## src/lane_pkg.sv

```systemverilog
package lane_pkg;

  ////////////////////////////////////////
  // Lane geometry
  ////////////////////////////////////////

  // Register file shape
  localparam int unsigned NrVRegs   = 32;
  localparam int unsigned NrElems   = 8;
  localparam int unsigned ElemWidth = 32;

  // Store FIFO entries and the decode credit budget
  localparam int unsigned StoreDepth = 4;

  // Derived widths
  localparam int unsigned VRegWidth     = $clog2(NrVRegs);
  localparam int unsigned EidxWidth     = $clog2(NrElems);
  localparam int unsigned StorePtrWidth = $clog2(StoreDepth);
  localparam int unsigned StoreCntWidth = $clog2(StoreDepth + 1);

  ////////////////////////////////////////
  // Types
  ////////////////////////////////////////

  typedef logic [ElemWidth-1:0] elem_t;
  typedef logic [VRegWidth-1:0] vreg_t;
  typedef logic [EidxWidth-1:0] eidx_t;
  // Register number on top and element index below
  typedef logic [VRegWidth+EidxWidth-1:0] vaddr_t;
  // Holds 1 to NrElems
  typedef logic [EidxWidth:0] vlen_t;
  typedef logic [1:0] vid_t;

  typedef enum logic [2:0] {
    OP_ADD   = 3'd0,
    OP_SUB   = 3'd1,
    OP_AND   = 3'd2,
    OP_OR    = 3'd3,
    OP_XOR   = 3'd4,
    OP_STORE = 3'd5
  } lane_op_e;

endpackage

```

## src/lane_decode.sv

```systemverilog
`timescale 1ns/1ns

module lane_decode (
  input  logic               clk_i,
  input  logic               rst_ni,
  input  logic               insn_valid_i,
  input  lane_pkg::lane_op_e insn_op_i,
  input  lane_pkg::vid_t     insn_id_i,
  input  lane_pkg::vlen_t    insn_vl_i,
  input  lane_pkg::vreg_t    insn_vd_i,
  input  lane_pkg::vreg_t    insn_vs1_i,
  input  lane_pkg::vreg_t    insn_vs2_i,
  input  logic               store_credit_i,
  output logic               insn_ready_o,
  output logic               issue_valid_o,
  output lane_pkg::lane_op_e issue_op_o,
  output lane_pkg::vid_t     issue_id_o,
  output lane_pkg::vreg_t    issue_vd_o,
  output lane_pkg::eidx_t    issue_eidx_o,
  output logic               issue_last_o,
  output lane_pkg::vaddr_t   rd_addr_a_o,
  output lane_pkg::vaddr_t   rd_addr_b_o
);
  import lane_pkg::*;

  logic                     busy_q, drain_q;
  logic                     accept, store_op;
  eidx_t                    eidx_q;
  vreg_t                    vs1_q, vs2_q;
  vlen_t                    vl_q;
  logic [StoreCntWidth-1:0] credits_d, credits_q;

  assign insn_ready_o = !busy_q && !drain_q;
  assign accept       = insn_valid_i && insn_ready_o;
  assign store_op     = (issue_op_o == OP_STORE);

  // Stores only go out while a FIFO slot is reserved
  assign issue_valid_o = busy_q && (!store_op || (credits_q != '0));
  assign issue_eidx_o  = eidx_q;
  assign issue_last_o  = (vlen_t'(eidx_q) + vlen_t'(1)) == vl_q;
  assign rd_addr_a_o   = {vs1_q, eidx_q};
  assign rd_addr_b_o   = {vs2_q, eidx_q};

  // One credit taken per store issue, one returned per FIFO pop
  always_comb begin
    credits_d = credits_q;
    if (issue_valid_o && store_op) begin
      credits_d = credits_d - StoreCntWidth'(1);
    end
    if (store_credit_i) begin
      credits_d = credits_d + StoreCntWidth'(1);
    end
  end

  always_ff @(posedge clk_i or negedge rst_ni) begin
    if (!rst_ni) begin
      busy_q    <= 1'b0;
      drain_q   <= 1'b0;
      eidx_q    <= '0;
      credits_q <= StoreCntWidth'(StoreDepth);
    end else begin
      credits_q <= credits_d;
      if (accept) begin
        busy_q <= 1'b1;
        eidx_q <= '0;
      end else if (issue_valid_o) begin
        busy_q <= !issue_last_o;
        eidx_q <= eidx_q + eidx_t'(1);
      end
      // Drain until the pipeline is empty and every store slot came back
      if (issue_valid_o && issue_last_o) begin
        drain_q <= 1'b1;
      end else if (credits_q == StoreCntWidth'(StoreDepth)) begin
        drain_q <= 1'b0;
      end
    end
  end

  // Instruction fields
  always_ff @(posedge clk_i) begin
    if (accept) begin
      issue_op_o <= insn_op_i;
      issue_id_o <= insn_id_i;
      issue_vd_o <= insn_vd_i;
      vs1_q      <= insn_vs1_i;
      vs2_q      <= insn_vs2_i;
      vl_q       <= insn_vl_i;
    end
  end

endmodule

```

## config.mk

```make
export PLATFORM = sky130hd
export DESIGN_NAME = lane_decode
export DESIGN_NICKNAME = d
export VERILOG_FILES = /design/src/lane_pkg.sv /design/src/lane_decode.sv
export SDC_FILE = /design/constraint.sdc
export NUM_CORES = 1
export LEC_CHECK = 0
export ABC_AREA = 1
export BUFFER_PORTS_ARGS = -buffer_cell sky130_fd_sc_hd__buf_4
export CAP_MARGIN = 10
export CORE_MARGIN = 8
export CORE_UTILIZATION = 30
export DETAILED_ROUTE_END_ITERATION = 16
export GPL_TIMING_DRIVEN = 0
export SLEW_MARGIN = 30
export SYNTH_ARGS = -nofsm -noshare
export SYNTH_HDL_FRONTEND = slang
export SYNTH_SLANG_ARGS = --single-unit
```

## constraint.sdc

```tcl
create_clock -name clk_i -period 2.2 [get_ports clk_i]
set_input_delay 0.33 -clock clk_i [delete_from_list [all_inputs] [get_ports clk_i]]
set_output_delay 0.33 -clock clk_i [all_outputs]
set_load 0.02 [all_outputs]
```

==> PnR_summary.wiki <==
{| class="wikitable"
! Metric !! Value
|-
| Top Family by Delay on Critical Path || flip-flops
|-
| Residual DRC || 0
|-
| Synth-to-layout area growth || 45.1%
|-
| Power share of the clock group || 17.9%
|-
| Launch point of the worst hold path || insn_vs2_i[4]
|-
| Most common library cell in the layout ignoring fill and taps || buf_4
|-
| Internal Power || 1520 µW
|-
| Clock insertion delay at the later pin of the skew report || 0.27 ns
|-
| Critical path startpoint || issue_eidx_o[0]$_DFFE_PN0P_
|-
| Maximum buffer depth of the clock tree || 2
|-
| DP HPWL || 2.44 mm
|-
| Worst-Margin Slew || 0.899 ns
|-
| Detailed-route wire length per cell || 13.0 µm
|-
| Effective utilization at floorplan || a little under a third
|-
| Highest ir drop seen on vdd || 0.502 mV
|-
| Startpoint kind of the worst setup timing path || register
|-
| Reg clk slew, reported paths || about 0.07 ns
|-
| Register area share after synthesis || between 60% and 70%
|-
| Worst path setup slack after routing || 0.157 ns
|-
| Status || finished, final reports clean
|-
| Maximum operating frequency || 489 MHz
|-
| Total gr overflow || 0
|-
| DRT Wirelength || 3.04 mm
|-
| Unrepaired setup endpoints after global routing || no
|-
| Area post-placement || 0.00186 mm²
|-
| Ant. Diodes || 0
|-
| FILL cells || 401
|-
| Fin. Hold Viols || 0
|-
| Length of the first detailed-routing pass in iterations || 4
|-
| Antenna violations before repair || 0
|-
| Weighted congestion at the end of routability-driven global placement || about 0.76
|-
| Worst hold-check path type || in -> reg
|-
| Final count of negative-setup-slack endpoints || 0
|-
| Area enclosed by the die boundary || about 0.0069 mm²
|-
| Clock tree from TritonCTS || built
|-
| Number of top-level pins || 60
|-
| Worst slack, placed || between 0.2 and 0.3 ns
|-
| Most used cells in the layout excluding fill and tap cells || 65 x buf_4, 31 x nand2_1, 24 x edfxtp_1, 12 x inv_1, 7 x nor2_1
|-
| Worst stage delay on the critical path || 0.46 ns
|-
| Number of buffer and inverter instances along the worst setup path || 2
|-
| Worst Hold Slack || 0.225 ns
|-
| Flop and latch count out of synthesis || 32
|-
| Static leakage || 0.000917 µW
|-
| Sequence of cells on the critical path || ha_1, inv_1, nand2_1, nand2_1, nand2_1, nor2_2, and2_1, buf_4
|-
| First-pass GRT wire length || 4.83 mm
|-
| Main flop type after synthesis || edfxtp_1
|-
| Distinct cell type count of the synthesized netlist || 19
|-
| Final instance area || 0.00196 mm²
|-
| Final layout net count || 213
|-
| Crit share post-route || 92.9%
|-
| Share of synthesized flip-flops with an asynchronous set or reset || 25.0%
|-
| Worst r2r src || credits_q[0]$_DFF_PN0_
|-
| Antenna-violating nets left || 0
|-
| Final std cells w/o fill || between 200 and 250
|-
| Post-Syn Area per Cell || 11.9 µm²
|-
| Maximum fanout along the worst path || 8
|-
| Global-route usage over all layers || 8.55%
|-
| Number of violations reported at the end of detailed-routing iteration 0 || 44
|-
| Switching power || approximately 900 µW
|-
| Via count of the first global-routing pass || 1125
|-
| Instance count after placement with tap cells included || 225
|-
| Type of the worst setup path || reg -> out
|-
| Post-CTS setup buffers || 0
|-
| Count of buffers from port buffering || 59
|-
| Final sum of negative setup slack || 0 ns
|-
| Die boundary height || 83.2 µm
|-
| Most used cell, CP || nand2_1
|-
| Vias per inst || 4.33
|-
| # Max-Cap Violations || 0
|-
| Total of warnings raised by yosys || 0
|-
| Final worst path period need || 2.04 ns
|-
| Total clock buffers created by CTS || 5
|-
| Final number of max-transition violations || 0
|-
| Data required time of the worst path || roughly 1.9 ns
|-
| Core Area || roughly 0.0044 mm²
|-
| Clock skew after layout || 0.00538 ns
|-
| Floorplan die width || 83.2 µm
|-
| Maximum number of pins on one net before global-route repair || 26
|-
| Power Density || 1240 mW/mm²
|-
| H-tree Lvls || 2
|-
| Share of final-layout standard cells stronger than drive strength 1 || roughly 45%
|-
| Net switching fraction of the power || 37.5%
|-
| Synthesized cell area || 0.00135 mm²
|-
| Total vias in the final route || roughly 1000
|-
| Syn Inst Count || 114
|-
| CP max-delay cell || dfrtp_2
|-
| EDFF count, synth || 24
|-
| Worst Path Arrival || 1.71 ns
|-
| Kind of end point of the critical path || output port
|-
| Worst slew margin relative to its limit || 40.0%
|-
| Post-Syn Nets || 146
|-
| Proportion of power drawn by combinational gates || 44.0%
|-
| Sequential share of power || 38.1%
|-
| Sink Count || 32
|-
| Root buffer cell || clkbuf_8
|-
| Number of placement rows || 24
|}
==> routing by layer <==
metal	GRT usage, %	part of all wire, %	wire, µm
met1	7.52	37	1110
met5	0	0	0
met2	13.1	45	1370
met3	8.01	17	519
met4	3.83	1.0	31
==> what timing repair did <==
item / 4_1_cts / 5_1_grt
gates resized for setup: 0 / 2
hold endpoints to repair: 7 / 0
setup endpoints to repair: 0 / 1
hold buffers: 1 / 0
==> through the flow <==
step / total power [µW] / util, %
after CTS: 2460 / 45.0
after global placement: 1980 / 42.8
final: 2440 / 45.1
after global routing: 2620 / 45.1
after floorplan: 1610 / -
after detailed placement: 2020 / 42.8
==> sequential cells by signal, indices dropped and copies added (netlist names) <==
signal,cells
busy_q,1
credits_q,3
drain_q,1
issue_eidx_o,3
issue_id_o,2
issue_op_o,3
issue_vd_o,5
vl_q,4
vs1_q,5
vs2_q,5
==> final cells by class <==
| cell class | instances | area [µm²] | share of cell area [%] |
|---|---|---|---|
| clock buffers | 6 | 72.6 | 3.69 |
| plain buffers | 6 | 45.0 | 2.29 |
| clock inverters | 2 | 16.3 | 0.828 |
| repair buffers | 60 | 453 | 23.1 |
| inverters | 13 | 48.8 | 2.48 |
| well taps | 52 | 65.1 | 3.31 |
| flip-flops and latches | 32 | 923 | 47.0 |
| multi-input cells | 63 | 340 | 17.3 |
==> final timing paths <==
| kind | to | slack [ns] | depth (start not counted) |
|---|---|---|---|
| max in group asynchronous | credits_q[2]$_DFF_PN1_ | 1.59 | 2 |
| worst min register to register | drain_q$_DFFE_PN0P_ | 0.49 | 2 |
| worst max-delay path | issue_last_o | 0.16 | 8 |
| worst max register to register | credits_q[2]$_DFF_PN1_ | 0.25 | 13 |
| min in group asynchronous | credits_q[1]$_DFF_PN0_ | 0.41 | 2 |
| worst min-delay path | vs2_q[4]$_DFFE_PP_ | 0.22 | 1 |
==> logic make-up (layout without fill, tap and decap cells) <==
logic type | Yosys count | count (layout) | share of synthesized area (%)
AND/OR/NAND/NOR | 51 | 51 | 16.5
flip-flops | 32 | 32 | 68.1
buffers and inverters | 19 | 87 | 6.93
AO/OA/AOI/OAI | 5 | 5 | 2.87
adder cells (fa/ha/maj) | 4 | 4 | 3.70
XOR/XNOR | 3 | 3 | 1.94
==> power by group through the flow <==
stage / registers [µW] / clock network, µW / logic, µW
2_1_floorplan: 1010 / 0 / 603
3_3_place_gp: 931 / 0 / 1050
3_5_place_dp: 937 / 0 / 1080
4_1_cts: 926 / 455 / 1080
5_1_grt: 949 / 478 / 1190
6_report: 927 / 436 / 1070
==> synth_stat cells (2+ instances only) <==
cell      count  area, µm²
a21oi_1       2       10.0
and2_1        2       12.5
buf_4         6       45.0
dfrtp_1       7        175
edfxtp_1     24        721
ha_1          4       50.1
inv_1        12       45.0
nand2_1      31        116
nand3_1       6       30.0
nor2_1        8       30.0
o21ai_0       2       10.0
xnor2_1       3       26.3
Power figures use the tool's default switching activity.
