==> config.mk <==
export PLATFORM = sky130hd
export DESIGN_NAME = lane_alu
export DESIGN_NICKNAME = d
export VERILOG_FILES = /design/src/lane_pkg.sv /design/src/lane_alu.sv
export SDC_FILE = /design/constraint.sdc
export NUM_CORES = 1
export LEC_CHECK = 0
export ABC_AREA = 1
export BUFFER_PORTS_ARGS = -buffer_cell sky130_fd_sc_hd__buf_2
export CORE_MARGIN = 2
export CORE_UTILIZATION = 57
export CTS_BUF_LIST = sky130_fd_sc_hd__clkbuf_8 sky130_fd_sc_hd__clkbuf_16
export DETAILED_ROUTE_END_ITERATION = 10
export PLACE_DENSITY = 0.85
export SLEW_MARGIN = 20
export SYNTH_ARGS = -nofsm -noshare
export SYNTH_HDL_FRONTEND = slang
export SYNTH_SLANG_ARGS = --single-unit
==> constraint.sdc <==
create_clock -name clk_i -period 3.1 [get_ports clk_i]
set_input_delay 0.775 -clock clk_i [delete_from_list [all_inputs] [get_ports clk_i]]
set_output_delay 0.775 -clock clk_i [all_outputs]
set_load 0.01 [all_outputs]
==> src/lane_pkg.sv <==
package lane_pkg;

  ////////////////////////////////////////
  // Lane geometry
  ////////////////////////////////////////

  // Register file shape
  localparam int unsigned NrVRegs   = 32;
  localparam int unsigned NrElems   = 8;
  localparam int unsigned ElemWidth = 32;

  // Store FIFO entries and the decode credit budget
  localparam int unsigned StoreDepth = 4;

  // Derived widths
  localparam int unsigned VRegWidth     = $clog2(NrVRegs);
  localparam int unsigned EidxWidth     = $clog2(NrElems);
  localparam int unsigned StorePtrWidth = $clog2(StoreDepth);
  localparam int unsigned StoreCntWidth = $clog2(StoreDepth + 1);

  ////////////////////////////////////////
  // Types
  ////////////////////////////////////////

  typedef logic [ElemWidth-1:0] elem_t;
  typedef logic [VRegWidth-1:0] vreg_t;
  typedef logic [EidxWidth-1:0] eidx_t;
  // Register number on top and element index below
  typedef logic [VRegWidth+EidxWidth-1:0] vaddr_t;
  // Holds 1 to NrElems
  typedef logic [EidxWidth:0] vlen_t;
  typedef logic [1:0] vid_t;

  typedef enum logic [2:0] {
    OP_ADD   = 3'd0,
    OP_SUB   = 3'd1,
    OP_AND   = 3'd2,
    OP_OR    = 3'd3,
    OP_XOR   = 3'd4,
    OP_STORE = 3'd5
  } lane_op_e;

endpackage

==> src/lane_alu.sv <==
`timescale 1ns/1ns

module lane_alu (
  input  logic               clk_i,
  input  logic               rst_ni,
  input  logic               issue_valid_i,
  input  lane_pkg::lane_op_e issue_op_i,
  input  lane_pkg::vid_t     issue_id_i,
  input  lane_pkg::vreg_t    issue_vd_i,
  input  lane_pkg::eidx_t    issue_eidx_i,
  input  logic               issue_last_i,
  input  lane_pkg::elem_t    rd_data_a_i,
  input  lane_pkg::elem_t    rd_data_b_i,
  output logic               wb_valid_o,
  output lane_pkg::lane_op_e wb_op_o,
  output lane_pkg::vid_t     wb_id_o,
  output lane_pkg::vaddr_t   wb_addr_o,
  output lane_pkg::elem_t    wb_data_o,
  output logic               wb_last_o
);
  import lane_pkg::*;

  // Stage one in step with the VRF read
  logic     s1_valid_q, s1_last_q;
  lane_op_e s1_op_q;
  vid_t     s1_id_q;
  vreg_t    s1_vd_q;
  eidx_t    s1_eidx_q;
  elem_t    result;

  // Operand order is vs2 op vs1
  always_comb begin
    case (s1_op_q)
      OP_ADD:  result = rd_data_b_i + rd_data_a_i;
      OP_SUB:  result = rd_data_b_i - rd_data_a_i;
      OP_AND:  result = rd_data_b_i & rd_data_a_i;
      OP_OR:   result = rd_data_b_i | rd_data_a_i;
      OP_XOR:  result = rd_data_b_i ^ rd_data_a_i;
      default: result = rd_data_b_i; // store passes vs2 on
    endcase
  end

  always_ff @(posedge clk_i or negedge rst_ni) begin
    if (!rst_ni) begin
      s1_valid_q <= 1'b0;
      wb_valid_o <= 1'b0;
    end else begin
      s1_valid_q <= issue_valid_i;
      wb_valid_o <= s1_valid_q;
    end
  end

  always_ff @(posedge clk_i) begin
    s1_op_q   <= issue_op_i;
    s1_id_q   <= issue_id_i;
    s1_vd_q   <= issue_vd_i;
    s1_eidx_q <= issue_eidx_i;
    s1_last_q <= issue_last_i;
    wb_op_o   <= s1_op_q;
    wb_id_o   <= s1_id_q;
    wb_addr_o <= {s1_vd_q, s1_eidx_q};
    wb_data_o <= result;
    wb_last_o <= s1_last_q;
  end

endmodule

==> results of run 1 <==
## metrics by stage
step | cell area [um2] | TNS, ns | power [mW]
after floorplan | 6500 | 0 | 1.64
after global placement | 8090 | -9.32 | 2.15
after detailed placement | 8090 | -11.01 | 2.18
after CTS | 8550 | -0.00855 | 3.18
after global routing | 9060 | -1.69 | 3.55
final | 9060 | -0.0983 | 3.38
## cells by family (layout without fill, tap and decap cells)
logic type	Yosys count	after routing	synth area share (%)
and+or+nand+nor	494	494	32.0
buffers and inverters	212	471	12.9
AOI/OAI and AO/OA	134	134	13.0
adders and majority gates	97	97	18.8
DFF	62	62	19.3
xor gates and xnor gates	30	30	4.04
## worst max-delay path, delay by kind of cell, from the launching register on
family	cells	cell delay [ns]
AND/OR/NAND/NOR	14	1.38
buffers and inverters	4	0.56
flip-flops	1	0.39
adder cells (fa/ha/maj)	1	0.34
AO/OA/AOI/OAI	1	0.21
XOR/XNOR	1	0.19
## report_power, final
| part | leakage, nW | internal (mW) | switching [mW] |
|---|---|---|---|
| registers | 0.529 | 0.877 | 0.0247 |
| clock network | 0.133 | 0.543 | 0.412 |
| logic | 4.36 | 0.630 | 0.894 |
| total | 5.03 | 2.05 | 1.33 |
## flip-flops by register name (all words and copies together) (netlist names)
| register | flops |
|---|---|
| wb_addr_o | 8 |
| s1_last_q | 1 |
| wb_last_o | 1 |
| wb_op_o | 3 |
| wb_data_o | 32 |
| s1_vd_q | 5 |
| s1_op_q | 3 |
| s1_eidx_q | 3 |
| wb_id_o | 2 |
| wb_valid_o | 1 |
| s1_id_q | 2 |
| s1_valid_q | 1 |
## layer usage
layer	routed length (um)	track usage [%]	vias to the layer above
li1	-	-	3740
met4	799	13.5	0
met5	0	0	-
met2	10900	56.9	484
met3	2510	6.94	87
met1	9630	47.9	3647
## worst max path at each step
stage / slack [ns] / endpoint / cells past startpoint / start
5_1_grt: -0.14 / wb_data_o[22] / 21 / rd_data_a_i[0]
3_3_place_gp: -0.52 / wb_data_o[27] / 20 / rd_data_a_i[0]
4_1_cts: -0.006 / wb_data_o[23] / 18 / rd_data_a_i[7]
3_5_place_dp: -0.57 / wb_data_o[27] / 20 / rd_data_a_i[0]
2_1_floorplan: 0.002 / wb_data_o[27] / 21 / rd_data_a_i[1]
6_report: -0.05 / wb_data_o[23] / 21 / s1_op_q[0]
## placed cells by master (no fill, tap or decap), types with 7 or more instances in the layout
cell and count:
nand3_2 12, nand2_2 42, inv_1 185, a21oi_2 20
xor2_1 30, nand4_1 11, buf_4 131, nor2_2 17
o21ai_0 40, inv_2 8, ha_1 86, a21oi_1 18
nand3b_1 7, nor2_4 9, o2111ai_1 7, dfxtp_1 59
nand2_1 260, or2_2 9, ha_4 8, nand3_1 41
nor2_1 68, buf_2 125, o21ai_1 11, clkbuf_16 9
## synth_stat cells, drive strengths merged, types with 5 or more instances
cell       n  area, um2
dfxtp     60       1200
o21ai     56        288
nand4     11       68.8
nand3     55        285
a211oi     5       37.5
inv      196        736
a221oi     6       83.8
xor2      30        263
nand2    306       1170
ha        96       1200
nand3b     7       52.6
nor2      94        383
or2       11       68.8
o2111ai    7       61.3
buf       12       86.3
nor3       9       50.1
a21oi     40        211
## repair_timing
item,CTS,global route
endpoints found under the setup margin,23,27
resized for setup,37,116
pin swaps,15,64
hold buffers,0,0
hold endpoints to repair,0,0
buffers inserted,5,10
## area by class of cell
cell class,instances,area (um2),share of cell area (%)
repair buffers,259,1650,18.2
clock buffers,9,225,2.49
flip-flops and latches,62,1250,13.8
well taps,140,175,1.93
clock inverters,7,50.0,0.553
multi-input cells,755,4960,54.8
inverters,196,746,8.23
==> flow_metrics.tcl, run 1 <==
set metrics [dict create \
    worstSetupPathType "reg -> reg" \
    place_inst 1397 \
    run_status "finished with violations" \
    final_util_pct 82.5 \
    cellLeakagePower_nw 5.03 \
    yosys_warnings 0 \
    crit_fanout 12 \
    cts_tree "built" \
    dieArea_mm2 0.0123 \
    layoutNonFillerInstCount 1428 \
    worst_pin_slew_ns 0.900 \
    drc 0 \
    clkSlewWorstSetupHoldPaths_ns 0.06 \
    synth_ff_type "dfxtp_1" \
    ys_seq_area_share_pct 19.3 \
    period_minus_slack_ns 3.15 \
    end_kind "flip-flop" \
    fin_ws_ns -0.0549 \
    num_vias 7958 \
    critPathRequiredTime_ns 3.36 \
    die_x_um 111 \
    io_buffers 127 \
    fin_hold_ws_ns 0.203 \
    cts_buffers 9 \
    vdd_ir_drop_max_mv 0.434 \
    antenna_cells 0 \
    clock-root-buffer "clkbuf_16" \
    async_flop_share_pct 3.23 \
    via_per_inst 5.57 \
    grt.total_usage_pct 35.8 \
    relSlewSlack_pct 39.8 \
    fmax_mhz 317 \
    path_common_cell "nand2_1" \
    final-hold-violation-count 0 \
    rrSetupSlack_ns -0.05 \
    grt.overflow.total 0 \
    grt_max_degree 33 \
    ys_types 47 \
    syn_avg_cell_area_um2 6.32 \
    hp-class "in -> async" \
    place_ws_ns -0.569 \
    violations "setup timing" \
    crit_chain "inv_1 > nor2_4 > nand2_8 > inv_2 > or2_2 > xor2_1 > ha_1 > nand2_1 > nand2_1 > inv_1 > nand2_2 > nand2_1 > nand2_2 > nand2_1 > nand2_2 > buf_4 > nand2_1 > nand2_1 > nand2_1 > nand3_1 > a21oi_2" \
    cp_slowest_cell "dfxtp_1" \
    finalCritPeriodShare_pct 102 \
    antenna_found_initial 0 \
    final-setup-viol-count 2 \
    area_delta_synth_final_pct 39.4 \
    htreeDepth 3 \
    rsz0062_at_grt "yes" \
    drt_wl_total_um 23800 \
    routedWlPerCell_um 16.7 \
    synth.ff_latch_count 62 \
    worst_path_largest_cell_delay_ns 0.39 \
    maxCapViolations 0 \
    r2r_end "wb_data_o[23]" \
    arrival_ns 3.42 \
    place_congestion 1.03 \
    cts.sink_count 62 \
    first_iter_violations 796 \
    drive_above_1_share_pct 34.0 \
    initial_core_util_pct 59.2 \
    r2r_cells 21 \
    regToRegStartpoint "s1_op_q[0]" \
    synthCells 1029 \
    dr.pass1.iters 6 \
    final_antenna_net_count 0 \
    worstSetupStartpointType "flip-flop" \
    synth_nets 1207 \
    die_height_um 111 \
    clk_latency_ns 0.34 \
    hpwl_um 17000 \
    fin_nets 1461 \
    core-area_mm2 0.0110 \
    first_global_vias 7303 \
    synth_enable_flop_cells 0 \
    fillCellCount 684 \
    drv_slew 0 \
    fp-row-count 38 \
    grt_pass1_wl_um 35500 \
    p_per_area_mw_per_mm2 373 \
    synth_area_mm2 0.00650 \
    fin_skew_ns 0.00506 \
    clk_path_buf_depth 2 \
    io_pins 128 \
]
No activity file was read; power rests on OpenSTA's default activity.
==> inputs of run 2 (changes only) <==
- CORE_UTILIZATION: 57 -> 62
- PLACE_DENSITY: 0.85 -> 0.91
- clock period: 3.1 -> 4 ns (I/O delays scaled with it)
==> flow_metrics.tcl, run 2 (synthesized netlist as in run 1, its figures left out) <==
set metrics [dict create \
    cp_slowest_cell "ha_1" \
    clockPowerShare_pct 29.1 \
    r2r_cells 17 \
    hold_path_depth 0 \
    use_met2_pct 56.0 \
    grt_pass1_wl_um 30800 \
    die_height_um 106 \
    place_inst 1280 \
    run_status "complete, no violations" \
    io_buffers 127 \
    area_delta_synth_final_pct 14.7 \
    io_pins 128 \
    fin_skew_ns 0.0164 \
    relSlewSlack_pct 34.0 \
    combinationalPowerShare_pct 39.2 \
    layout_commonest_cell "nand2_1" \
    postLayoutCellArea_mm2 0.00746 \
    p_int_mw 1.34 \
    grt.total_usage_pct 34.2 \
    first_global_vias 6478 \
    final_antenna_net_count 0 \
    final-hold-violation-count 0 \
    drv_slew 0 \
    top_regs "wb_data_o x32, wb_addr_o x8, s1_vd_q x5" \
    largest_register_ffs 32 \
    clock-root-buffer "clkbuf_8" \
    maxCapViolations 0 \
    fin_tns_setup_ns 0 \
    clk_path_buf_depth 2 \
    critPathRequiredTime_ns 4.31 \
    grt_max_degree 33 \
    end_kind "flip-flop" \
    grt.overflow.total 0 \
    cts_tree "built" \
    core-area_mm2 0.0102 \
    grt_use_met3_pct 6.81 \
    htreeDepth 3 \
    arrival_ns 3.88 \
    dieArea_mm2 0.0113 \
    fp-row-count 37 \
    cts.sink_count 62 \
    crit_fanout 5 \
    antenna_cells 0 \
    fin_hold_ws_ns 0.314 \
    routedWlPerCell_um 14.7 \
    fin_ws_ns 0.429 \
    initial_core_util_pct 63.5 \
    pwr-share-seq_pct 31.7 \
    drc 0 \
    drt_wl_total_um 19100 \
    hp-class "reg -> reg" \
    grt_use_met1_pct 45.8 \
    vdd_ir_drop_max_mv 0.318 \
    switching_power_uw 861 \
    rsz0062_at_grt "no" \
    worst_path_largest_cell_delay_ns 0.36 \
    first_iter_violations 578 \
    layoutNonFillerInstCount 1296 \
    path_common_cell "nand2_1" \
    worstSetupStartpointType "input pin" \
    holdBufCountCts 0 \
    cellLeakagePower_nw 4.28 \
    place_area_mm2 0.00723 \
    cts_resized 0 \
    period_minus_slack_ns 3.57 \
    clk_latency_ns 0.37 \
    die_x_um 106 \
    antenna_found_initial 0 \
    dr.pass1.iters 5 \
    cts_buffers 9 \
    cts_setup_buffers 0 \
    drive_above_1_share_pct 16.3 \
    via_per_inst 5.46 \
    top_register "wb_data_o" \
    num_vias 7071 \
    total_power_mw 2.20 \
    final_util_pct 72.9 \
    crit_chain "buf_2 > inv_1 > ha_1 > nand3_2 > nor2_1 > nand2_1 > nor2_2 > nand2_1 > o21ai_2 > nand2_1 > xor2_1 > ha_1 > nand2_1 > nor3_1 > and2_1 > nand2_1 > nand3b_1 > nand3_1 > a21oi_1" \
    fin_nets 1333 \
    grt.busiest_layer "met2" \
    place_congestion 0.973 \
    worstSetupPathType "in -> reg" \
    final-setup-viol-count 0 \
    netSwitchingFraction_pct 39.2 \
    final_cell_mix "nand2_1, inv_1, buf_2" \
    p_per_area_mw_per_mm2 295 \
    finalCritPeriodShare_pct 89.3 \
    hpwl_um 15100 \
    worst_pin_slew_ns 0.988 \
    clkSlewWorstSetupHoldPaths_ns 0.09 \
    place_ws_ns 0.107 \
    fmax_mhz 280 \
]
run 2: cell types whose count changed in the layout (fill, tap and decap cells not counted), moves of 14 or more:
cell / delta
nand2_2: -37
buf_4: -127
a21oi_2: -20
a21oi_1: +21
nor2_2: -14
nor2_1: +20
nand2_1: +40
run 2: area by class of cell:
cell class / instances / area [um2]
timing repair buffer: 131 / 666
tap: 136 / 170
fill: 897 / 2780
multi-input combinational: 755 / 4410
clock inverter: 7 / 97.6
clock buffer: 9 / 124
inverter: 196 / 736
sequential: 62 / 1250
run 2: critical path, delay by kind of cell:
kind	cells	cell delay [ns]
AO/OA/AOI/OAI	2	0.35
AND/OR/NAND/NOR	12	1.61
buffers and inverters	2	0.20
adder cells (fa/ha/maj)	2	0.55
XOR/XNOR	1	0.14
run 2: power groups by stage:
stage	sequential, mW	combinational (mW)	clock, mW
CTS	0.697	0.842	0.640
global route	0.702	0.959	0.671
finish	0.697	0.862	0.639
detailed placement	0.710	0.836	0
global placement	0.709	0.816	0
floorplan	0.737	0.534	0
run 2: routing by layer:
layer | share of wire (%) | vias to the layer above
met5 | 0 | -
met4 | 1.8 | 0
li1 | - | 3484
met1 | 43 | 3211
met2 | 45 | 338
met3 | 9.7 | 38
run 2: worst paths after layout:
check,slack (ns),from,to
setup / recovery,0.43,rd_data_a_i[1],wb_data_o[28]
hold / removal,0.31,s1_last_q,wb_last_o
setup reg to reg,0.53,s1_op_q[2],wb_data_o[15]
hold reg to reg,0.31,s1_last_q,wb_last_o
max in group asynchronous,3.48,rst_ni,s1_valid_q
min in group asynchronous,0.42,rst_ni,wb_valid_o
==> inputs of run 3 (changes only) <==
- BUFFER_PORTS_ARGS: -buffer_cell sky130_fd_sc_hd__buf_2 -> -buffer_cell sky130_fd_sc_hd__buf_4
- REMOVE_ABC_BUFFERS: default -> 1
==> flow_metrics.tcl, run 3 (synthesized netlist as in run 1, its figures left out) <==
set metrics [dict create \
    worstSetupPathType "in -> reg" \
    top_regs "wb_data_o x32, wb_addr_o x8, s1_vd_q x5" \
    hpwl_um 15800 \
    relSlewSlack_pct 32.1 \
    multi_input_area_mm2 0.00441 \
    via_per_inst 5.49 \
    cp_slowest_cell "ha_1" \
    maxCapViolations 0 \
    cp.buffers_inverters 2 \
    grt_pass1_wl_um 32800 \
    fin_tns_setup_ns 0 \
    dieArea_mm2 0.0113 \
    antenna_cells 0 \
    clk_path_buf_depth 2 \
    antenna_found_initial 0 \
    period_minus_slack_ns 3.77 \
    grt.overflow.total 0 \
    worst_path_largest_cell_delay_ns 0.35 \
    worstSetupStartpointType "input pin" \
    io_buffers 127 \
    area_delta_synth_final_pct 19.6 \
    fin_nets 1337 \
    clk_latency_ns 0.37 \
    place_area_mm2 0.00758 \
    drt_wl_total_um 20500 \
    path_common_cell "nand2_1" \
    final_util_pct 76.0 \
    initial_core_util_pct 63.5 \
    seqCellArea_mm2 0.00125 \
    num_vias 7132 \
    final_cell_mix "nand2_1, inv_1, buf_4" \
    place_ws_ns -0.0720 \
    first_global_vias 6772 \
    critPathRequiredTime_ns 4.30 \
    drc 0 \
    cts_tree "built" \
    fmax_mhz 265 \
    htreeDepth 3 \
    dr.pass1.iters 9 \
    run_status "complete, no violations" \
    core-area_mm2 0.0102 \
    crit_fanout 5 \
    cts_buffers 9 \
    fillCellCount 845 \
    final-setup-viol-count 0 \
    postLayoutCellArea_mm2 0.00777 \
    io_pins 128 \
    die_x_um 106 \
    fin_skew_ns 0.0104 \
    grt_max_degree 33 \
    clock-root-buffer "clkbuf_8" \
    final-hold-violation-count 0 \
    drv_slew 0 \
    arrival_ns 4.07 \
    finalCritPeriodShare_pct 94.3 \
    crit_chain "buf_4 > inv_1 > ha_1 > nand3_2 > nor2_1 > nand2_1 > nor2_4 > nand3_1 > o21ai_2 > nand2_1 > xor2_1 > ha_1 > nand2_1 > nor2_1 > nand2_1 > nor2_1 > nand2_1 > nand3b_1 > nand3_1 > a21oi_1" \
    first_iter_violations 560 \
    fp-row-count 37 \
    p_per_area_mw_per_mm2 281 \
    layout_commonest_cell "nand2_1" \
    drive_above_1_share_pct 16.3 \
    worst_pin_slew_ns 1.02 \
    total_power_mw 2.19 \
    place_congestion 1.00 \
    vdd_ir_drop_max_mv 0.406 \
    routedWlPerCell_um 15.7 \
    grt.total_usage_pct 36.9 \
    cts_setup_buffers 0 \
    final_antenna_net_count 0 \
    largest_register_ffs 32 \
    top_register "wb_data_o" \
    cts.sink_count 62 \
    hp-class "reg -> reg" \
    cellLeakagePower_nw 4.40 \
    rsz0062_at_grt "no" \
    die_height_um 106 \
    end_kind "flip-flop" \
    cp_top_family "simple AND/OR/NAND/NOR gates" \
    fin_ws_ns 0.228 \
    clkSlewWorstSetupHoldPaths_ns 0.07 \
]
## run 3: power breakdown
| part | internal, mW | leakage [nW] | switching, mW | total, mW |
|---|---|---|---|---|
| logic | 0.359 | 3.77 | 0.558 | 0.916 |
| clock network | 0.298 | 0.103 | 0.273 | 0.571 |
| registers | 0.679 | 0.529 | 0.0197 | 0.698 |
## run 3: layout make-up
cell class	instances	area share, %
Multi-Input combinational cell	755	56.8
Sequential cell	62	16.1
Timing Repair Buffer	135	13.0
Inverter	196	9.46
Tap cell	136	2.19
Clock buffer	10	1.77
Clock inverter	5	0.676
## run 3: timing repair
action                                  4_1_cts  5_1_grt
endpoints found under the setup margin        0        3
gates resized for setup                       0        1
hold buffers                                  0        0
## run 3: worst paths after layout
path | end | slack [ns] | depth (start not counted) | start
worst max-delay path | wb_data_o[29] | 0.23 | 20 | rd_data_a_i[1]
worst min-delay path | wb_addr_o[7] | 0.33 | 0 | s1_vd_q[4]
worst max register to register | wb_data_o[15] | 0.58 | 17 | s1_op_q[2]
worst min register to register | wb_addr_o[7] | 0.33 | 0 | s1_vd_q[4]
max in group asynchronous | s1_valid_q | 3.51 | 1 | rst_ni
min in group asynchronous | wb_valid_o | 0.39 | 1 | rst_ni
## run 3: metal layers
| layer | track usage (%) | vias up | part of all wire (%) |
|---|---|---|---|
| met4 | 13.1 | 0 | 2.7 |
| met2 | 58.2 | 383 | 44 |
| met5 | 0 | - | 0 |
| met3 | 8.22 | 45 | 11 |
| li1 | - | 3501 | - |
| met1 | 49.5 | 3203 | 43 |
## run 3: through the flow
step	hold slack [ns]	cells
finish	0.327	1299
global route	0.338	1299
CTS	0.330	1299
detailed placement	0.314	1284
global placement	0.310	1284
floorplan	0.310	1013
