--- src/lane_pkg.sv ---
package lane_pkg;

  ////////////////////////////////////////
  // Lane geometry
  ////////////////////////////////////////

  // Register file shape
  localparam int unsigned NrVRegs   = 32;
  localparam int unsigned NrElems   = 8;
  localparam int unsigned ElemWidth = 32;

  // Store FIFO entries and the decode credit budget
  localparam int unsigned StoreDepth = 4;

  // Derived widths
  localparam int unsigned VRegWidth     = $clog2(NrVRegs);
  localparam int unsigned EidxWidth     = $clog2(NrElems);
  localparam int unsigned StorePtrWidth = $clog2(StoreDepth);
  localparam int unsigned StoreCntWidth = $clog2(StoreDepth + 1);

  ////////////////////////////////////////
  // Types
  ////////////////////////////////////////

  typedef logic [ElemWidth-1:0] elem_t;
  typedef logic [VRegWidth-1:0] vreg_t;
  typedef logic [EidxWidth-1:0] eidx_t;
  // Register number on top and element index below
  typedef logic [VRegWidth+EidxWidth-1:0] vaddr_t;
  // Holds 1 to NrElems
  typedef logic [EidxWidth:0] vlen_t;
  typedef logic [1:0] vid_t;

  typedef enum logic [2:0] {
    OP_ADD   = 3'd0,
    OP_SUB   = 3'd1,
    OP_AND   = 3'd2,
    OP_OR    = 3'd3,
    OP_XOR   = 3'd4,
    OP_STORE = 3'd5
  } lane_op_e;

endpackage

--- src/lane_result.sv ---
`timescale 1ns/1ns

module lane_result (
  input  logic               clk_i,
  input  logic               rst_ni,
  input  logic               wb_valid_i,
  input  lane_pkg::lane_op_e wb_op_i,
  input  lane_pkg::vid_t     wb_id_i,
  input  lane_pkg::vaddr_t   wb_addr_i,
  input  lane_pkg::elem_t    wb_data_i,
  input  logic               wb_last_i,
  input  logic               ldu_req_i,
  input  lane_pkg::vaddr_t   ldu_addr_i,
  input  lane_pkg::elem_t    ldu_wdata_i,
  input  logic               stu_operand_ready_i,
  output logic               ldu_gnt_o,
  output logic               we_o,
  output lane_pkg::vaddr_t   waddr_o,
  output lane_pkg::elem_t    wdata_o,
  output lane_pkg::elem_t    stu_operand_o,
  output logic               stu_operand_valid_o,
  output logic               store_credit_o,
  output logic               done_o,
  output lane_pkg::vid_t     done_id_o
);
  import lane_pkg::*;

  logic                     alu_we, push, pop;
  logic                     alu_done, store_done;
  logic [StorePtrWidth-1:0] wr_ptr_q, rd_ptr_q;
  logic [StoreCntWidth-1:0] cnt_q;
  elem_t                    fifo_data_q [StoreDepth];
  vid_t                     fifo_id_q   [StoreDepth];
  logic                     fifo_last_q [StoreDepth];

  ////////////////////////////////////////
  // VRF write arbitration
  ////////////////////////////////////////

  // ALU results win, loads fill the free cycles
  assign alu_we    = wb_valid_i && (wb_op_i != OP_STORE);
  assign ldu_gnt_o = ldu_req_i && !alu_we;
  assign we_o      = alu_we || ldu_req_i;
  assign waddr_o   = alu_we ? wb_addr_i : ldu_addr_i;
  assign wdata_o   = alu_we ? wb_data_i : ldu_wdata_i;

  ////////////////////////////////////////
  // Store FIFO
  ////////////////////////////////////////

  assign push                = wb_valid_i && (wb_op_i == OP_STORE);
  assign stu_operand_valid_o = (cnt_q != '0);
  assign stu_operand_o       = fifo_data_q[rd_ptr_q];
  assign pop                 = stu_operand_valid_o && stu_operand_ready_i;
  assign store_credit_o      = pop;

  always_ff @(posedge clk_i or negedge rst_ni) begin
    if (!rst_ni) begin
      wr_ptr_q <= '0;
      rd_ptr_q <= '0;
      cnt_q    <= '0;
    end else begin
      if (push) begin
        wr_ptr_q <= wr_ptr_q + StorePtrWidth'(1);
      end
      if (pop) begin
        rd_ptr_q <= rd_ptr_q + StorePtrWidth'(1);
      end
      if (push && !pop) begin
        cnt_q <= cnt_q + StoreCntWidth'(1);
      end else if (pop && !push) begin
        cnt_q <= cnt_q - StoreCntWidth'(1);
      end
    end
  end

  always_ff @(posedge clk_i) begin
    if (push) begin
      fifo_data_q[wr_ptr_q] <= wb_data_i;
      fifo_id_q[wr_ptr_q]   <= wb_id_i;
      fifo_last_q[wr_ptr_q] <= wb_last_i;
    end
  end

  // Decode holds new work back until stores drain, so these never overlap
  assign alu_done   = alu_we && wb_last_i;
  assign store_done = pop && fifo_last_q[rd_ptr_q];
  assign done_o     = alu_done || store_done;
  assign done_id_o  = alu_done ? wb_id_i : fifo_id_q[rd_ptr_q];

endmodule

--- config.mk ---
export PLATFORM = sky130hd
export DESIGN_NAME = lane_result
export DESIGN_NICKNAME = d
export VERILOG_FILES = /design/src/lane_pkg.sv /design/src/lane_result.sv
export SDC_FILE = /design/constraint.sdc
export NUM_CORES = 1
export LEC_CHECK = 0
export BUFFER_PORTS_ARGS = -buffer_cell sky130_fd_sc_hd__buf_2
export CAP_MARGIN = 20
export CORE_UTILIZATION = 52
export CTS_CLUSTER_DIAMETER = 120
export DETAILED_ROUTE_END_ITERATION = 10
export HOLD_SLACK_MARGIN = 0.05
export PLACE_DENSITY = 0.8
export SLEW_MARGIN = 20
export SYNTH_ARGS = -nofsm -noshare
export SYNTH_HDL_FRONTEND = slang
export SYNTH_SLANG_ARGS = --single-unit
--- constraint.sdc ---
create_clock -name clk_i -period 2.1 [get_ports clk_i]
set_input_delay 0.21 -clock clk_i [delete_from_list [all_inputs] [get_ports clk_i]]
set_output_delay 0.21 -clock clk_i [all_outputs]
set_load 0.02 [all_outputs]
==> impl_metrics.py, run 1 <==
metrics = {
    "cells_and_area": {
        "area_growth_pct": 37.1,
        "drive_above_1_share_pct": 58.5,
        "finalNonFillerCells": 658,
        "antennaDiodeCount": 0,
        "nNetsFinal": 602,
    },
    "cts": {
        "cts_buffers": 17,
        "cts_root_buffer": "clkbuf_16",
        "cts_tree": "built",
        "cts.path.max_buffers": 2,
        "htree_levels": 4,
        "clk_latency_ns": 0.41,
        "clk_pin_slew_ns": 0.06,
        "cts_num_sinks": 147,
    },
    "sta": {
        "finalCritPeriodShare_pct": 99.3,
        "fmax_mhz": 480,
        "finalWorstSetupSlack_ns": 0.0146,
        "setup_viol": 0,
        "period_needed_ns": 2.09,
        "hold_violations": 0,
        "worstMarginPinSlew_ns": 0.298,
        "skew_ns": 0.00569,
        "rsz0062_at_grt": "yes",
        "relSlewSlack_pct": 80.1,
        "drv_slew": 0,
    },
    "power": {
        "ir_worst_vdd_mv": 0.673,
        "powerDensity_mw_per_mm2": 1160,
        "leakagePower_uw": 0.00315,
    },
    "synth": {
        "synth-seq-area-share_pct": 73.0,
        "synth_warnings": 0,
        "avgSynthCellArea_um2": 22.0,
        "synth_cell_types": 24,
        "synth_area_mm2": 0.00600,
        "synth_nets": 369,
        "synth_xor_area_share_pct": 0.876,
        "synth.area.mux_share_pct": 21.3,
        "synth_cells": 272,
        "synth_top_family_by_area": "multiplexers",
        "synthAdderAreaFrac_pct": 1.38,
        "synth-simple-area-share_pct": 1.48,
        "synth-seq-cells": 147,
        "synth-compound-area-share_pct": 0.230,
    },
    "place": {
        "gp_congestion": 0.714,
        "post-place-ws_ns": 0.168,
        "io_buffers": 169,
        "place_inst": 583,
        "dp_hpwl_um": 7850,
    },
    "floorplan": {
        "start_util_pct": 54.4,
        "coreArea_mm2": 0.0110,
        "die-height_um": 109,
        "ios": 170,
        "dieArea_mm2": 0.0120,
        "rows": 38,
        "fp.dieW_um": 109,
    },
    "route": {
        "num_vias": 3579,
        "dr.pass1.iters": 4,
        "ant_nets": 0,
        "routed_wl_um": 12900,
        "drt_first_iter_violations": 209,
        "wl_per_cell_um": 19.7,
        "via_per_inst": 5.44,
        "drc_errors": 0,
    },
    "grt": {
        "grt_util_all_layers_pct": 22.7,
        "grt_pass1_wl_um": 19100,
        "grt_remaining_overflow": 0,
        "grt_pass1_vias": 3662,
        "grt_max_degree": 43,
        "antenna_found_initial": 0,
    },
    "critical_path": {
        "endpoint_kind": "output port",
        "path_max_fanout": 4,
        "arrival_ns": 1.88,
        "critPathLaunchType": "flop",
        "crit_required_ns": 1.89,
        "crit_type": "flop to output port",
    },
    "hold_path": {
        "hold_path.class": "input pin to asynchronous set/reset pin",
    },
    "status": {
        "status": "complete, no violations",
    },
    "flow_run": {
        "drv_cap": 0,
    },
}
-- cell type report --
cell class,count,area (um^2)
Clock buffer,24,492
Sequential cell,147,4390
Multi-Input combinational cell,108,1530
Timing Repair Buffer,227,1500
Tap cell,140,175
Inverter,4,15.0
Fill cell,637,2810
Clock inverter,8,125
-- where the power goes --
group	switching (uW)	internal, uW
sequential	149	3380
combinational	1480	1450
clock	1080	2000
-- per-layer routing --
| metal | track usage [%] | vias up | wire length (um) |
|---|---|---|---|
| met3 | 5.75 | 14 | 741 |
| met1 | 27.2 | 1809 | 4980 |
| li1 | - | 1592 | - |
| met4 | 8.10 | 0 | 193 |
| met5 | 0 | - | 0 |
| met2 | 39.9 | 164 | 7020 |
-- metrics by stage --
| stage | util, % | total power [uW] | setup TNS [ns] | instance area, um^2 | hold slack [ns] |
|---|---|---|---|---|---|
| final | 74.6 | 9540 | 0 | 8220 | 0.187 |
| after global routing | 74.6 | 9930 | -0.139 | 8220 | 0.183 |
| after CTS | 73.8 | 9420 | -0.0449 | 8140 | 0.186 |
| after detailed placement | 64.6 | 6230 | 0 | 7130 | 0.0571 |
| after global placement | 64.6 | 6180 | 0 | 7130 | 0.0494 |
| after floorplan | - | 5380 | 0 | 6000 | -0.0856 |
-- cell families after synthesis --
group                    count (synthesis)
AND/OR/NAND/NOR                         16
AO/OA/AOI/OAI                            2
buffers and inverters                   17
flip-flops                             147
multiplexers                            78
XOR/XNOR                                 6
adder cells (fa/ha/maj)                  6
-- cells in the mapped netlist --
| library cell | count | area share (%) |
|---|---|---|
| inv_1 | 4 | 0.25 |
| clkbuf_1 | 1 | 0.063 |
| nor2_1 | 1 | 0.063 |
| mux4_1 | 2 | 0.88 |
| nand2_1 | 5 | 0.31 |
| xor2_1 | 3 | 0.44 |
| nand3_1 | 1 | 0.083 |
| mux4_2 | 33 | 12 |
| o21ai_0 | 1 | 0.083 |
| buf_2 | 5 | 0.42 |
| mux2_2 | 43 | 8.1 |
| nand3b_1 | 1 | 0.13 |
| buf_4 | 6 | 0.75 |
| dfrtp_1 | 7 | 2.9 |
| edfxtp_1 | 140 | 70 |
| fa_1 | 1 | 0.33 |
| ha_1 | 5 | 1.0 |
| nand2b_1 | 1 | 0.10 |
| and2_1 | 5 | 0.52 |
| xnor2_1 | 3 | 0.44 |
| buf_6 | 1 | 0.19 |
| and4b_1 | 1 | 0.17 |
| o31a_1 | 1 | 0.15 |
| or3_1 | 1 | 0.10 |
-- cells in the final DEF (no fill, tap or decap), types with 2 or more instances in the layout --
cell | Yosys | layout
buf_2 | 5 | 166
edfxtp_1 | 140 | 140
mux2_2 | 43 | 41
dlygate4sd3_1 | 0 | 36
mux4_2 | 33 | 33
clkbuf_16 | 0 | 18
buf_4 | 6 | 13
buf_12 | 0 | 6
ha_1 | 5 | 5
dfrtp_1 | 7 | 5
inv_1 | 4 | 4
and2_2 | 0 | 4
nand2_1 | 5 | 4
clkbuf_8 | 0 | 4
xnor2_1 | 3 | 3
xor2_1 | 3 | 3
bufinv_16 | 0 | 3
clkbuf_1 | 1 | 3
buf_6 | 1 | 3
mux4_1 | 2 | 2
mux2_4 | 0 | 2
clkinv_4 | 0 | 2
clkinv_2 | 0 | 2
buf_8 | 0 | 2
dfrtp_4 | 0 | 2
-- registers in the layout, summed over array words and instances (netlist names) --
| signal | cells |
|---|---|
| wr_ptr_q | 2 |
| cnt_q | 3 |
| rd_ptr_q | 2 |
| fifo_id_q | 8 |
| fifo_last_q | 4 |
| fifo_data_q | 128 |
-- path summary, 6_finish.rpt --
| path | startpoint | depth (start not counted) | endpoint | slack, ns |
|---|---|---|---|---|
| worst max-delay path | rd_ptr_q[0] | 4 | done_id_o[0] | 0.01 |
| worst min-delay path | rst_ni | 2 | cnt_q[1] | 0.19 |
| worst max register to register | cnt_q[0] | 8 | cnt_q[2] | 0.16 |
| worst min register to register | cnt_q[2] | 1 | cnt_q[2] | 0.49 |
| max in group asynchronous | rst_ni | 2 | rd_ptr_q[1] | 1.73 |
| min in group clk_i | stu_operand_ready_i | 4 | rd_ptr_q[0] | 0.28 |
-- critical path, stage by stage (launching register included) --
cell and delay [ns]:
dfrtp_4 0.43, buf_8 0.14, mux4_2 0.50, mux2_4 0.27, buf_6 0.13
-- timing repair --
action / in CTS / in global routing
pin swaps: 0 / 1
endpoints found under the hold margin: 147 / 0
setup endpoints to repair: 32 / 27
buffers inserted: 3 / 3
hold buffers: 36 / 0
gates resized for setup: 2 / 14
cloned: 0 / 1
Power figures use the tool's default switching activity.
==> run 2: changes to the inputs <==
--- a/config.mk
+++ b/config.mk
@@ -7,11 +7,13 @@
 export LEC_CHECK = 0
 export BUFFER_PORTS_ARGS = -buffer_cell sky130_fd_sc_hd__buf_2
 export CAP_MARGIN = 20
-export CORE_UTILIZATION = 52
+export CELL_PAD_IN_SITES_DETAIL_PLACEMENT = 1
+export CELL_PAD_IN_SITES_GLOBAL_PLACEMENT = 2
+export CORE_UTILIZATION = 38
 export CTS_CLUSTER_DIAMETER = 120
 export DETAILED_ROUTE_END_ITERATION = 10
 export HOLD_SLACK_MARGIN = 0.05
-export PLACE_DENSITY = 0.8
+export PLACE_DENSITY_LB_ADDON = 0.1
 export SLEW_MARGIN = 20
 export SYNTH_ARGS = -nofsm -noshare
 export SYNTH_HDL_FRONTEND = slang
==> impl_metrics.py, run 2 (same netlist as run 1, synthesis figures left out) <==
metrics = {
    "grt": {
        "grt_max_degree": 27,
        "antenna_found_initial": 0,
        "grt_pass1_vias": 3649,
        "grt_remaining_overflow": 0,
        "grt_util_all_layers_pct": 16.7,
        "grt_pass1_wl_um": 19600,
    },
    "critical_path": {
        "critPathLaunchType": "flop",
        "path_max_fanout": 6,
        "cpLargestDelayFamily": "multiplexers",
        "slowest_stage": "mux4_2",
        "crit_buf_inv": 2,
        "crit_type": "flop to output port",
        "crit_required_ns": 1.89,
        "max_stage_delay_ns": 0.50,
        "arrival_ns": 1.85,
        "endpoint_kind": "output port",
        "path_cells": "buf_12 -> mux4_2 -> mux2_4 -> buf_6",
    },
    "place": {
        "dpl_cell_area_mm2": 0.00719,
        "dp_hpwl_um": 8320,
        "io_buffers": 169,
        "gp_congestion": 0.650,
    },
    "cells_and_area": {
        "nNetsFinal": 601,
        "layout_common_cells": "buf_2, edfxtp_1, mux2_2, dlygate4sd3_1, mux4_2",
        "area_growth_pct": 36.7,
        "postLayoutCoreUtil_pct": 53.5,
        "largest-register": "fifo_data_q",
        "antennaDiodeCount": 0,
        "largest_reg_flops": 128,
        "drive_above_1_share_pct": 57.6,
        "final_cell_area_mm2": 0.00820,
        "multiInputGateArea_mm2": 0.00153,
        "reg_top3": "fifo_data_q: 128 flops, fifo_id_q: 8 flops, fifo_last_q: 4 flops",
        "fillers": 1470,
        "layout_commonest_cell": "buf_2",
        "area.sequential_mm2": 0.00438,
    },
    "floorplan": {
        "fp.dieW_um": 128,
        "start_util_pct": 39.2,
        "coreArea_mm2": 0.0153,
        "die-height_um": 128,
        "dieArea_mm2": 0.0163,
        "rows": 45,
        "ios": 170,
    },
    "route": {
        "num_vias": 3468,
        "ant_nets": 0,
        "routed_wl_um": 12800,
        "drt_first_iter_violations": 152,
        "dr.pass1.iters": 4,
        "drc_errors": 0,
        "via_per_inst": 4.76,
        "wl_per_cell_um": 17.6,
    },
    "flow_run": {
        "drv_cap": 0,
    },
    "sta": {
        "worstMarginPinSlew_ns": 0.363,
        "relSlewSlack_pct": 75.8,
        "setup_viol": 0,
        "rsz0062_at_grt": "yes",
        "period_needed_ns": 2.06,
        "hold_slack_ns": 0.165,
        "drv_slew": 0,
        "finalCritPeriodShare_pct": 98.2,
        "fmax_mhz": 485,
        "hold_violations": 0,
        "skew_ns": 0.00702,
    },
    "power": {
        "p_clk_share_pct": 30.8,
        "ir_worst_vdd_mv": 0.691,
        "p_seq_share_pct": 38.0,
        "leakagePower_uw": 0.00310,
        "p_switching_uw": 2710,
        "p_int_uw": 6510,
        "powerDensity_mw_per_mm2": 1130,
        "comb_power_share_pct": 31.2,
        "p_sw_share_pct": 29.4,
    },
    "cts": {
        "cts.path.max_buffers": 2,
        "cts_num_sinks": 147,
        "htree_levels": 4,
        "clk_pin_slew_ns": 0.06,
        "cts_tree": "built",
        "cts_root_buffer": "clkbuf_16",
        "cts_buffers": 17,
        "clk_latency_ns": 0.42,
    },
    "status": {
        "status": "complete, no violations",
    },
    "hold_path": {
        "hold_path.class": "input pin to asynchronous set/reset pin",
    },
}
-- run 2: layout make-up --
cell class                 instances  area share [%]
inverter                           4           0.183
sequential                       147            53.5
clock inverter                    10            1.34
clock buffer                      22            5.42
timing repair buffer             226            17.7
tap                              211            3.22
multi-input combinational        108            18.7
-- run 2: timing repair --
item,CTS,global route
cloned,0,1
gates resized for setup,6,1
buffers inserted,1,3
endpoints found under the setup margin,33,35
hold buffers,36,0
endpoints found under the hold margin,147,0
pin swaps,0,1
-- run 2: final timing paths --
check | startpoint | end | slack (ns) | depth (start not counted)
max reg2reg | cnt_q[2] | cnt_q[2] | 0.19 | 8
min | rst_ni | cnt_q[1] | 0.17 | 2
max in group asynchronous | rst_ni | rd_ptr_q[0] | 1.75 | 2
min reg2reg | cnt_q[2] | cnt_q[2] | 0.51 | 1
max | rd_ptr_q[0] | done_id_o[0] | 0.04 | 4
min in group clk_i | stu_operand_ready_i | rd_ptr_q[0] | 0.26 | 4
-- run 2: worst register-to-register path, stage by stage (launching register included) --
cell     delay [ns]
dfrtp_1        0.41
o31a_1         0.33
inv_1          0.06
ha_1           0.18
inv_1          0.06
fa_1           0.37
xor2_1         0.17
nor2_1         0.11
xor2_1         0.16
-- run 2: per-layer routing --
| metal | track usage, % | share of wire, % | routed length, um |
|---|---|---|---|
| met2 | 29.1 | 52 | 6630 |
| met4 | 6.64 | 1.2 | 153 |
| met3 | 5.32 | 5.4 | 695 |
| met1 | 19.1 | 41 | 5300 |
| met5 | 0 | 0 | 0 |
-- run 2: metrics by stage --
| stage | setup slack, ns | std cells | TNS (ns) | power (uW) |
|---|---|---|---|---|
| global route | -0.0289 | 728 | -0.0932 | 9650 |
| finish | 0.0383 | 728 | 0 | 9220 |
| CTS | -0.0777 | 724 | -0.585 | 9220 |
| detailed placement | 0.0543 | 655 | 0 | 6250 |
| global placement | 0.150 | 655 | 0 | 6220 |
| floorplan | 0.119 | 272 | 0 | 5380 |
-- run 2: power groups by stage --
stage | Sequential, uW | Clock (uW) | Combinational, uW
finish | 3510 | 2840 | 2880
global route | 3520 | 3010 | 3110
CTS | 3530 | 2910 | 2770
detailed placement | 3600 | 0 | 2660
global placement | 3580 | 0 | 2640
floorplan | 3480 | 0 | 1900
==> run 3: changes to the inputs <==
--- a/config.mk
+++ b/config.mk
@@ -9,7 +9,8 @@
 export CAP_MARGIN = 20
 export CELL_PAD_IN_SITES_DETAIL_PLACEMENT = 1
 export CELL_PAD_IN_SITES_GLOBAL_PLACEMENT = 2
-export CORE_UTILIZATION = 38
+export CORE_UTILIZATION = 30
+export CTS_BUF_LIST = sky130_fd_sc_hd__clkbuf_16
 export CTS_CLUSTER_DIAMETER = 120
 export DETAILED_ROUTE_END_ITERATION = 10
 export HOLD_SLACK_MARGIN = 0.05
==> impl_metrics.py, run 3 (same netlist as run 1, synthesis figures left out) <==
metrics = {
    "status": {
        "status": "complete, but fails checks",
        "violations": "negative setup slack",
    },
    "cts": {
        "cts_root_buffer": "clkbuf_16",
        "clk_pin_slew_ns": 0.06,
        "clk_latency_ns": 0.42,
        "cts_num_sinks": 147,
        "htree_levels": 4,
        "cts_buffers": 17,
        "cts_tree": "built",
        "cts.path.max_buffers": 2,
    },
    "sta": {
        "relSlewSlack_pct": 78.0,
        "skew_ns": 0.00888,
        "fmax_mhz": 473,
        "hold_violations": 0,
        "hold_slack_ns": 0.0804,
        "finalCritPeriodShare_pct": 101,
        "setup_viol": 2,
        "setup_tns_ns": -0.0204,
        "rsz0062_at_grt": "yes",
        "finalWorstSetupSlack_ns": -0.0130,
        "period_needed_ns": 2.11,
        "worstMarginPinSlew_ns": 0.331,
        "drv_slew": 0,
    },
    "route": {
        "wl_per_cell_um": 17.3,
        "routed-wl-met3_um": 809,
        "wl_met2_um": 6990,
        "routed_wl_um": 13500,
        "num_vias": 3459,
        "drc_errors": 0,
        "ant_nets": 0,
        "drt_first_iter_violations": 69,
        "dr.pass1.iters": 4,
        "via_per_inst": 4.43,
        "wl_met1_um": 5460,
        "top_layer_used": "met4",
    },
    "critical_path": {
        "max_stage_delay_ns": 0.50,
        "path_max_fanout": 5,
        "crit_type": "flop to output port",
        "critPathLaunchType": "flop",
        "slowest_stage": "dfrtp_4",
        "path_cells": "buf_12 -> mux4_2 -> mux2_4 -> buf_6",
        "crit_required_ns": 1.89,
        "endpoint_kind": "output port",
        "arrival_ns": 1.90,
    },
    "cells_and_area": {
        "largest-register": "fifo_data_q",
        "area_growth_pct": 38.0,
        "drive_above_1_share_pct": 59.1,
        "layout_commonest_cell": "buf_2",
        "final_cell_area_mm2": 0.00828,
        "largest_reg_flops": 128,
        "reg_top3": "fifo_data_q: 128 flops, fifo_id_q: 8 flops, fifo_last_q: 4 flops",
        "postLayoutCoreUtil_pct": 42.4,
        "antennaDiodeCount": 0,
        "layout_common_cells": "buf_2, edfxtp_1, mux2_2, mux4_2, dlygate4sd3_1",
        "finalNonFillerCells": 781,
        "nNetsFinal": 600,
    },
    "power": {
        "powerDensity_mw_per_mm2": 1120,
        "ir_worst_vdd_mv": 0.587,
        "leakagePower_uw": 0.00310,
    },
    "place": {
        "gp_congestion": 0.664,
        "io_buffers": 169,
        "dp_hpwl_um": 9050,
        "dpl_cell_area_mm2": 0.00726,
        "place_inst": 710,
    },
    "floorplan": {
        "fp.dieW_um": 143,
        "start_util_pct": 30.7,
        "coreArea_mm2": 0.0195,
        "dieArea_mm2": 0.0206,
        "rows": 51,
        "ios": 170,
        "die-height_um": 143,
    },
    "grt": {
        "grt_pass1_vias": 3607,
        "grt_pass1_wl_um": 20200,
        "grt_remaining_overflow": 0,
        "antenna_found_initial": 0,
        "grt_max_degree": 31,
        "grt_util_all_layers_pct": 13.8,
    },
    "hold_path": {
        "hold_path.class": "input pin to flop",
    },
    "flow_run": {
        "drv_cap": 0,
    },
}
==> run 3: final timing paths <==
path	startpoint	endpoint	slack, ns	depth (start not counted)
worst max-delay path	rd_ptr_q[0]	done_id_o[0]	-0.01	4
worst min-delay path	wb_data_i[7]	fifo_data_q[3][7]	0.08	1
worst max register to register	cnt_q[0]	cnt_q[2]	0.11	8
worst min register to register	cnt_q[2]	cnt_q[2]	0.50	1
max in group asynchronous	rst_ni	rd_ptr_q[0]	1.75	2
min in group asynchronous	rst_ni	rd_ptr_q[0]	0.17	2
==> run 3: worst max-delay path, delay by kind of cell (launching register included) <==
| family | cells | cell delay, ns |
|---|---|---|
| buffers and inverters | 2 | 0.29 |
| flip-flops | 1 | 0.50 |
| multiplexers | 2 | 0.70 |
==> run 3: timing repair <==
item	4_1_cts	5_1_grt
cloned	0	1
gates resized for setup	8	13
setup endpoints to repair	32	26
hold endpoints to repair	143	0
hold buffers	35	0
buffers inserted	1	2
==> run 3: metal layers <==
metal | global-route usage, % | up-vias
met5 | 0 | -
met4 | 6.72 | 0
met3 | 3.93 | 14
met2 | 24.2 | 125
met1 | 15.3 | 1740
li1 | - | 1580
==> run 3: report_power, final <==
group | switching (uW) | internal [uW]
Combinational | 1530 | 1480
Clock | 1150 | 1610
Sequential | 135 | 3370
Total | 2810 | 6470
==> run 3: final cells by class <==
| type | count | area, um^2 |
|---|---|---|
| repair buffers | 225 | 1470 |
| inverters | 4 | 15.0 |
| fillers | 1980 | 11300 |
| clock inverters | 15 | 120 |
| well taps | 265 | 332 |
| clock buffers | 17 | 425 |
| multi-input cells | 108 | 1530 |
| flip-flops and latches | 147 | 4380 |
==> run 3: per-stage QoR <==
stage	power (uW)	worst slack, ns
2_1_floorplan	5380	0.119
3_3_place_gp	6290	0.151
3_5_place_dp	6330	0.0936
4_1_cts	9230	-0.0280
5_1_grt	9730	-0.0537
6_report	9280	-0.0130
